==> config.mk <==
export PLATFORM = sky130hd
export DESIGN_NAME = rs_top
export DESIGN_NICKNAME = d
export VERILOG_FILES = /design/src/source/rs_pkg.sv /design/src/source/rs_reg_trk.sv /design/src/source/rs_entry.sv /design/src/source/rs_alloc.sv /design/src/source/rs_issue_select.sv /design/src/source/rs_top.sv
export SDC_FILE = /design/constraint.sdc
export NUM_CORES = 1
export LEC_CHECK = 0
export ABC_AREA = 0
export CAP_MARGIN = 10
export CORE_MARGIN = 2
export CORE_UTILIZATION = 35
export DETAILED_ROUTE_END_ITERATION = 12
export DONT_BUFFER_PORTS = 1
export GPL_TIMING_DRIVEN = 1
export SETUP_SLACK_MARGIN = 0.02
export SYNTH_ARGS = -nofsm -noshare
export SYNTH_HDL_FRONTEND = slang
export SYNTH_SLANG_ARGS = --single-unit
==> constraint.sdc <==
create_clock -name clk -period 2.1 [get_ports clk]
set_input_delay 0.315 -clock clk [delete_from_list [all_inputs] [get_ports clk]]
set_output_delay 0.315 -clock clk [all_outputs]
set_load 0.01 [all_outputs]
==> src/source/rs_pkg.sv <==
package rs_pkg;

    // Physical register number width
    localparam int PREG_BITS = 6;

    // Reorder buffer id width
    localparam int ROBID_BITS = 5;

    // Source operands per micro-op
    localparam int NUM_SOURCES = 2;

    // Source slot indices
    localparam int SRC1 = 0;
    localparam int SRC2 = 1;

    // Micro-op opcodes
    typedef enum logic [2:0] {
        op_add = 3'd0,
        op_sub = 3'd1,
        op_and = 3'd2,
        op_or  = 3'd3,
        op_xor = 3'd4,
        op_shl = 3'd5,
        op_shr = 3'd6,
        op_mov = 3'd7
    } t_opcode;

    // Station entry occupancy
    typedef enum logic {
        ent_idle  = 1'b0,
        ent_valid = 1'b1
    } t_rs_ent_state;

endpackage

==> src/source/rs_reg_trk.sv <==
`timescale 1ns/10ps

module rs_reg_trk #(
    parameter int NUM_WRITES = 2
) (
    input  logic                         clk,
    input  logic                         reset,
    input  logic                         alloc,
    input  logic [rs_pkg::PREG_BITS-1:0] alloc_preg,
    input  logic                         alloc_pend,
    input  logic [NUM_WRITES-1:0]        prf_wr_en,
    input  logic [rs_pkg::PREG_BITS-1:0] prf_wr_preg [NUM_WRITES-1:0],
    output logic                         ready
);
    import rs_pkg::*;

    logic [PREG_BITS-1:0] preg_q;
    logic                 pend_q;
    logic                 pend_nxt;
    logic                 alloc_hit;
    logic                 track_hit;

    // Compare every write port against both the incoming and the stored register
    always_comb begin
        alloc_hit = 1'b0;
        track_hit = 1'b0;
        for (int w = 0; w < NUM_WRITES; w++) begin
            if (prf_wr_en[w] && (prf_wr_preg[w] == alloc_preg)) begin
                alloc_hit = 1'b1;
            end
            if (prf_wr_en[w] && (prf_wr_preg[w] == preg_q)) begin
                track_hit = 1'b1;
            end
        end
    end

    // A write in the allocation cycle already satisfies the source
    always_comb begin
        pend_nxt = pend_q;
        if (alloc) begin
            pend_nxt = alloc_pend & ~alloc_hit;
        end else if (track_hit) begin
            pend_nxt = 1'b0;
        end
    end

    always_ff @(posedge clk) begin
        if (reset) begin
            pend_q <= 1'b0;
        end else begin
            pend_q <= pend_nxt;
        end
    end

    always_ff @(posedge clk) begin
        if (alloc) begin
            preg_q <= alloc_preg;
        end
    end

    assign ready = ~pend_q;

endmodule

==> src/source/rs_entry.sv <==
`timescale 1ns/10ps

module rs_entry #(
    parameter int NUM_WRITES = 2
) (
    input  logic                          clk,
    input  logic                          reset,
    input  logic                          alloc,
    input  rs_pkg::t_opcode               disp_opcode,
    input  logic [rs_pkg::ROBID_BITS-1:0] disp_robid,
    input  logic [rs_pkg::PREG_BITS-1:0]  disp_pdst,
    input  logic [rs_pkg::PREG_BITS-1:0]  disp_psrc1,
    input  logic                          disp_psrc1_pend,
    input  logic [rs_pkg::PREG_BITS-1:0]  disp_psrc2,
    input  logic                          disp_psrc2_pend,
    input  logic [NUM_WRITES-1:0]         prf_wr_en,
    input  logic [rs_pkg::PREG_BITS-1:0]  prf_wr_preg [NUM_WRITES-1:0],
    input  logic                          gnt,
    output logic                          valid,
    output logic                          req,
    output rs_pkg::t_opcode               ent_opcode,
    output logic [rs_pkg::ROBID_BITS-1:0] ent_robid,
    output logic [rs_pkg::PREG_BITS-1:0]  ent_pdst
);
    import rs_pkg::*;

    t_rs_ent_state          state;
    t_rs_ent_state          state_nxt;
    logic [PREG_BITS-1:0]   src_preg [NUM_SOURCES-1:0];
    logic [NUM_SOURCES-1:0] src_pend;
    logic [NUM_SOURCES-1:0] src_ready;

    // Occupancy FSM that the issue grant frees
    always_comb begin
        state_nxt = state;
        case (state)
            ent_idle: begin
                if (alloc) begin
                    state_nxt = ent_valid;
                end
            end
            ent_valid: begin
                if (gnt) begin
                    state_nxt = ent_idle;
                end
            end
            default: state_nxt = ent_idle;
        endcase
    end

    always_ff @(posedge clk) begin
        if (reset) begin
            state <= ent_idle;
        end else begin
            state <= state_nxt;
        end
    end

    assign valid = (state == ent_valid);

    // Static fields of the micro-op
    always_ff @(posedge clk) begin
        if (alloc) begin
            ent_opcode <= disp_opcode;
            ent_robid  <= disp_robid;
            ent_pdst   <= disp_pdst;
        end
    end

    assign src_preg[SRC1] = disp_psrc1;
    assign src_pend[SRC1] = disp_psrc1_pend;
    assign src_preg[SRC2] = disp_psrc2;
    assign src_pend[SRC2] = disp_psrc2_pend;

    for (genvar s = 0; s < NUM_SOURCES; s++) begin : g_src_trk
        rs_reg_trk #(
            .NUM_WRITES(NUM_WRITES)
        ) u_trk (
            .clk        (clk),
            .reset      (reset),
            .alloc      (alloc),
            .alloc_preg (src_preg[s]),
            .alloc_pend (src_pend[s]),
            .prf_wr_en  (prf_wr_en),
            .prf_wr_preg(prf_wr_preg),
            .ready      (src_ready[s])
        );
    end

    // Ready to issue once every source has been written
    assign req = valid & (&src_ready);

endmodule

==> src/source/rs_alloc.sv <==
`timescale 1ns/10ps

module rs_alloc #(
    parameter int NUM_ENTRIES = 4
) (
    input  logic                   disp_valid,
    input  logic [NUM_ENTRIES-1:0] valid,
    output logic [NUM_ENTRIES-1:0] alloc,
    output logic                   rs_full
);

    logic [NUM_ENTRIES-1:0] free;
    logic [NUM_ENTRIES-1:0] first_free;
    logic                   found;

    assign free = ~valid;

    // Lowest-index idle entry wins
    always_comb begin
        first_free = '0;
        found      = 1'b0;
        for (int i = 0; i < NUM_ENTRIES; i++) begin
            if (free[i] && !found) begin
                first_free[i] = 1'b1;
                found         = 1'b1;
            end
        end
    end

    // Strobe only the chosen entry, and only on a dispatch
    assign alloc = first_free & {NUM_ENTRIES{disp_valid}};

    // No idle entry left
    assign rs_full = ~|free;

endmodule

==> src/source/rs_issue_select.sv <==
`timescale 1ns/10ps

module rs_issue_select #(
    parameter int NUM_ENTRIES = 4
) (
    input  logic                          clk,
    input  logic                          reset,
    input  logic [NUM_ENTRIES-1:0]        req,
    input  logic                          issue_stall,
    input  rs_pkg::t_opcode               ent_opcode [NUM_ENTRIES-1:0],
    input  logic [rs_pkg::ROBID_BITS-1:0] ent_robid  [NUM_ENTRIES-1:0],
    input  logic [rs_pkg::PREG_BITS-1:0]  ent_pdst   [NUM_ENTRIES-1:0],
    output logic [NUM_ENTRIES-1:0]        gnt,
    output logic                          issue_valid,
    output rs_pkg::t_opcode               issue_opcode,
    output logic [rs_pkg::ROBID_BITS-1:0] issue_robid,
    output logic [rs_pkg::PREG_BITS-1:0]  issue_pdst
);

    localparam int IDX_BITS = (NUM_ENTRIES > 1) ? $clog2(NUM_ENTRIES) : 1;

    logic [IDX_BITS-1:0] gnt_idx;
    logic                gnt_any;

    // Fixed priority with entry 0 highest and no grant during a stall
    always_comb begin
        gnt     = '0;
        gnt_idx = '0;
        gnt_any = 1'b0;
        for (int i = 0; i < NUM_ENTRIES; i++) begin
            if (req[i] && !gnt_any && !issue_stall) begin
                gnt[i]  = 1'b1;
                gnt_idx = IDX_BITS'(i);
                gnt_any = 1'b1;
            end
        end
    end

    always_ff @(posedge clk) begin
        if (reset) begin
            issue_valid <= 1'b0;
        end else begin
            issue_valid <= gnt_any;
        end
    end

    // Issue packet of the granted entry
    always_ff @(posedge clk) begin
        if (gnt_any) begin
            issue_opcode <= ent_opcode[gnt_idx];
            issue_robid  <= ent_robid[gnt_idx];
            issue_pdst   <= ent_pdst[gnt_idx];
        end
    end

endmodule

==> src/source/rs_top.sv <==
`timescale 1ns/10ps

module rs_top #(
    parameter int NUM_ENTRIES = 4,
    parameter int NUM_WRITES  = 2
) (
    input  logic                          clk,
    input  logic                          reset,
    input  logic                          disp_valid,
    input  rs_pkg::t_opcode               disp_opcode,
    input  logic [rs_pkg::ROBID_BITS-1:0] disp_robid,
    input  logic [rs_pkg::PREG_BITS-1:0]  disp_pdst,
    input  logic [rs_pkg::PREG_BITS-1:0]  disp_psrc1,
    input  logic                          disp_psrc1_pend,
    input  logic [rs_pkg::PREG_BITS-1:0]  disp_psrc2,
    input  logic                          disp_psrc2_pend,
    input  logic [NUM_WRITES-1:0]         prf_wr_en,
    input  logic [rs_pkg::PREG_BITS-1:0]  prf_wr_preg [NUM_WRITES-1:0],
    input  logic                          issue_stall,
    output logic                          rs_full,
    output logic                          issue_valid,
    output rs_pkg::t_opcode               issue_opcode,
    output logic [rs_pkg::ROBID_BITS-1:0] issue_robid,
    output logic [rs_pkg::PREG_BITS-1:0]  issue_pdst
);
    import rs_pkg::*;

    logic [NUM_ENTRIES-1:0] alloc;
    logic [NUM_ENTRIES-1:0] valid;
    logic [NUM_ENTRIES-1:0] req;
    logic [NUM_ENTRIES-1:0] gnt;
    t_opcode                ent_opcode [NUM_ENTRIES-1:0];
    logic [ROBID_BITS-1:0]  ent_robid  [NUM_ENTRIES-1:0];
    logic [PREG_BITS-1:0]   ent_pdst   [NUM_ENTRIES-1:0];

    rs_alloc #(
        .NUM_ENTRIES(NUM_ENTRIES)
    ) u_alloc (
        .disp_valid(disp_valid),
        .valid     (valid),
        .alloc     (alloc),
        .rs_full   (rs_full)
    );

    // Dispatch fields go to every entry and the allocate strobe picks one
    for (genvar e = 0; e < NUM_ENTRIES; e++) begin : g_entry
        rs_entry #(
            .NUM_WRITES(NUM_WRITES)
        ) u_entry (
            .clk            (clk),
            .reset          (reset),
            .alloc          (alloc[e]),
            .disp_opcode    (disp_opcode),
            .disp_robid     (disp_robid),
            .disp_pdst      (disp_pdst),
            .disp_psrc1     (disp_psrc1),
            .disp_psrc1_pend(disp_psrc1_pend),
            .disp_psrc2     (disp_psrc2),
            .disp_psrc2_pend(disp_psrc2_pend),
            .prf_wr_en      (prf_wr_en),
            .prf_wr_preg    (prf_wr_preg),
            .gnt            (gnt[e]),
            .valid          (valid[e]),
            .req            (req[e]),
            .ent_opcode     (ent_opcode[e]),
            .ent_robid      (ent_robid[e]),
            .ent_pdst       (ent_pdst[e])
        );
    end

    rs_issue_select #(
        .NUM_ENTRIES(NUM_ENTRIES)
    ) u_issue_select (
        .clk         (clk),
        .reset       (reset),
        .req         (req),
        .issue_stall (issue_stall),
        .ent_opcode  (ent_opcode),
        .ent_robid   (ent_robid),
        .ent_pdst    (ent_pdst),
        .gnt         (gnt),
        .issue_valid (issue_valid),
        .issue_opcode(issue_opcode),
        .issue_robid (issue_robid),
        .issue_pdst  (issue_pdst)
    );

endmodule

==> flow_summary.yaml <==
status:
  status: "finished, final reports clean"
place:
  dp_worst_setup_slack_ps: 49.08
  place_area_sq_mm: 0.006215
  gp_congestion: 0.7735
  port_buffers: 0
  dp_hpwl_microns: 9587
  dpl.cell_count: 633
logic_synthesis:
  synth.most_common_cell: "edfxtp_1"
  syn_inst: 424
  async_reset_ff_share_pct: 0
  synth_top_area_share_pct: 59.28
  yosysSeqAreaShare_pct: 63.64
  yosysUniqueCellTypes: 39
  syn_area_sq_mm: 0.005977
  synthFlopType: "edfxtp_1"
  yosysWarnings: 0
  avgSynthCellArea_sq_um: 14.10
  ys_ff_latch: 131
  synth-edff-count: 118
  yosysTopAreaCell: "edfxtp_1"
  synth_commonest_cells: "118 x edfxtp_1, 93 x xnor2_1, 27 x xor2_1"
  synth.area.top_cells: "edfxtp_1 59%, xnor2_1 14%, dfxtp_1 4.4%"
  synth.net_count: 470
timing:
  clock-skew-final_ps: 9.644
  rsz0062_at_grt: "false"
  min_period_ps: 1890
  hold_ws_ps: 83.80
  max_slew.worst_pin.slew_ps: 633.4
  setup_viol: 0
  timing.slew.headroom_pct: 57.77
  min_period_over_period_pct: 90.02
  fmax_mhz: 529.0
  finalWorstSetupSlack_ps: 209.6
  slew_viol_final: 0
  tns_ps: 0
  hold_viol_final: 0
global_routing:
  antenna_found_initial: 0
  grt_start_max_net_pins: 19
  overflow: 0
  grt_pass1_wl_microns: 22730
  grt_pass1_vias: 3847
  grt_usage_pct: 16.99
setup_path:
  critPathMaxStageDelay_ps: 560
  crit_buf_inv: 0
  slowest_stage: "or4b_4"
  crit_path_start_kind: "flip-flop"
  critPathTopFamily: "compound AO/OA/AOI/OAI gates"
  critPathMaxFanout: 14
  worstPathCellList: "or4b_4 -> a21o_2 -> a221oi_1"
  cp.required_ps: 2320
  crit_type: "flip-flop to flip-flop"
  crit_arrival_ps: 2110
  end_kind: "flip-flop"
clock_network:
  cts-root-buf: "clkbuf_16"
  cts_tree: "built"
  cts_setup_buffers: 0
  clockBufferDepth: 2
  clock-sinks: 131
  cts_inserted_buffers: 17
  path_clk_slew_ps: 60
  htree_levels: 4
  clk-insertion-delay-late_ps: 410
run:
  drv_cap: 0
drt:
  drtIter0Drc: 202
  wl_per_cell_microns: 21.08
  drc: 0
  drtPass1Iterations: 4
  vias_per_cell: 5.197
  via_count: 3596
  drt-total-wl_microns: 14590
  antenna_left: 0
cells_and_area:
  post-route-cell-area_sq_mm: 0.007057
  final_nets: 505
  fill_cells: 1520
  post_layout_nonfiller_instances: 692
  final_util_pct: 42.40
  areaGrowthSynthToFinish_pct: 18.07
  drive_above_1_share_pct: 13.35
  antenna_cells: 0
min_path:
  hold_class: "input pin to flip-flop"
power_and_ir_drop:
  ir_worst_vdd_mv: 0.6494
  p_per_area_mw_per_mm2: 887.2
  total_power_mw: 6.261
  leakage_nw: 2.253
floorplanning:
  start_util_pct: 35.91
  dieHeight_microns: 134.7
  die-area_sq_mm: 0.01814
  die_x_microns: 134.7
  coreArea_sq_mm: 0.01664
  rows: 47
  ioPinCount: 62
[registers in the layout, indices dropped and copies added (netlist names)]
name,cells
g_entry.u_entry.ent_pdst,24
u_issue_select.issue_valid,1
g_entry.u_entry.g_src_trk.u_trk.pend_q,8
u_issue_select.issue_robid,5
g_entry.u_entry.ent_robid,20
u_issue_select.issue_pdst,6
g_entry.u_entry.g_src_trk.u_trk.preg_q,48
u_issue_select.issue_opcode,3
g_entry.u_entry.valid,4
g_entry.u_entry.ent_opcode,12
[kinds of logic after synthesis]
family	Yosys count	synth area share, %
AO/OA/AOI/OAI	51	7.264
XOR/XNOR	120	17.58
buffers and inverters	42	3.328
flip-flops	131	63.64
AND/OR/NAND/NOR	80	8.185
[where the power goes]
group	total [mW]	switching, mW	internal (mW)
clock	2.85	1.18	1.66
sequential	3.00	0.0545	2.95
combinational	0.413	0.202	0.211
total	6.26	1.44	4.82
[cell type report]
class                      count  area [sq um]  area share (%)
clock buffer                  17         425.4           6.028
clock inverter                15         145.1           2.057
inverter                      19         71.32           1.011
multi-input combinational    251          1976           28.00
sequential                   131          3804           53.90
tap                          220         275.3           3.901
timing repair buffer          39         360.3           5.106
[what timing repair did]
item                       CTS  global route
setup endpoints to repair    0            14
gates resized for setup      0             1
hold endpoints to repair   109             0
hold buffers                27             0
[worst paths after layout]
check | startpoint | endpoint | slack [ps] | cells past startpoint
hold reg to reg | g_entry[3].u_entry.valid | g_entry[3].u_entry.valid | 480 | 2
hold / removal | disp_valid | g_entry[0].u_entry.valid | 80 | 2
setup / recovery | g_entry[1].u_entry.valid | u_issue_select.issue_robid[4] | 210 | 3
setup reg to reg | g_entry[1].u_entry.valid | u_issue_select.issue_robid[4] | 210 | 3
[metal layers]
layer  share of wire, %  routed length [microns]  GRT usage (%)  vias to the layer above
li1                   -                        -              -                     1660
met1                 43                     6320          22.78                     1795
met2                 47                     6913          27.72                      132
met3                8.3                     1211          4.955                        9
met4               0.96                      140          3.158                        0
met5                  0                        0              0                        -
[placed cells by master, fill, tap and decap left out, types with 3 or more instances in the layout]
cell	instances
inv_1	19
o22ai_1	21
a221oi_2	10
a221oi_1	4
a21oi_1	3
xor2_1	27
o2111ai_1	4
nand4_1	21
buf_4	12
clkbuf_16	17
nand3_1	13
nor4_1	9
dfxtp_1	13
xnor2_1	93
dlygate4sd3_1	27
edfxtp_1	118
inv_6	7
o211ai_1	3
nor2_1	18
Power figures use the tool's default switching activity.
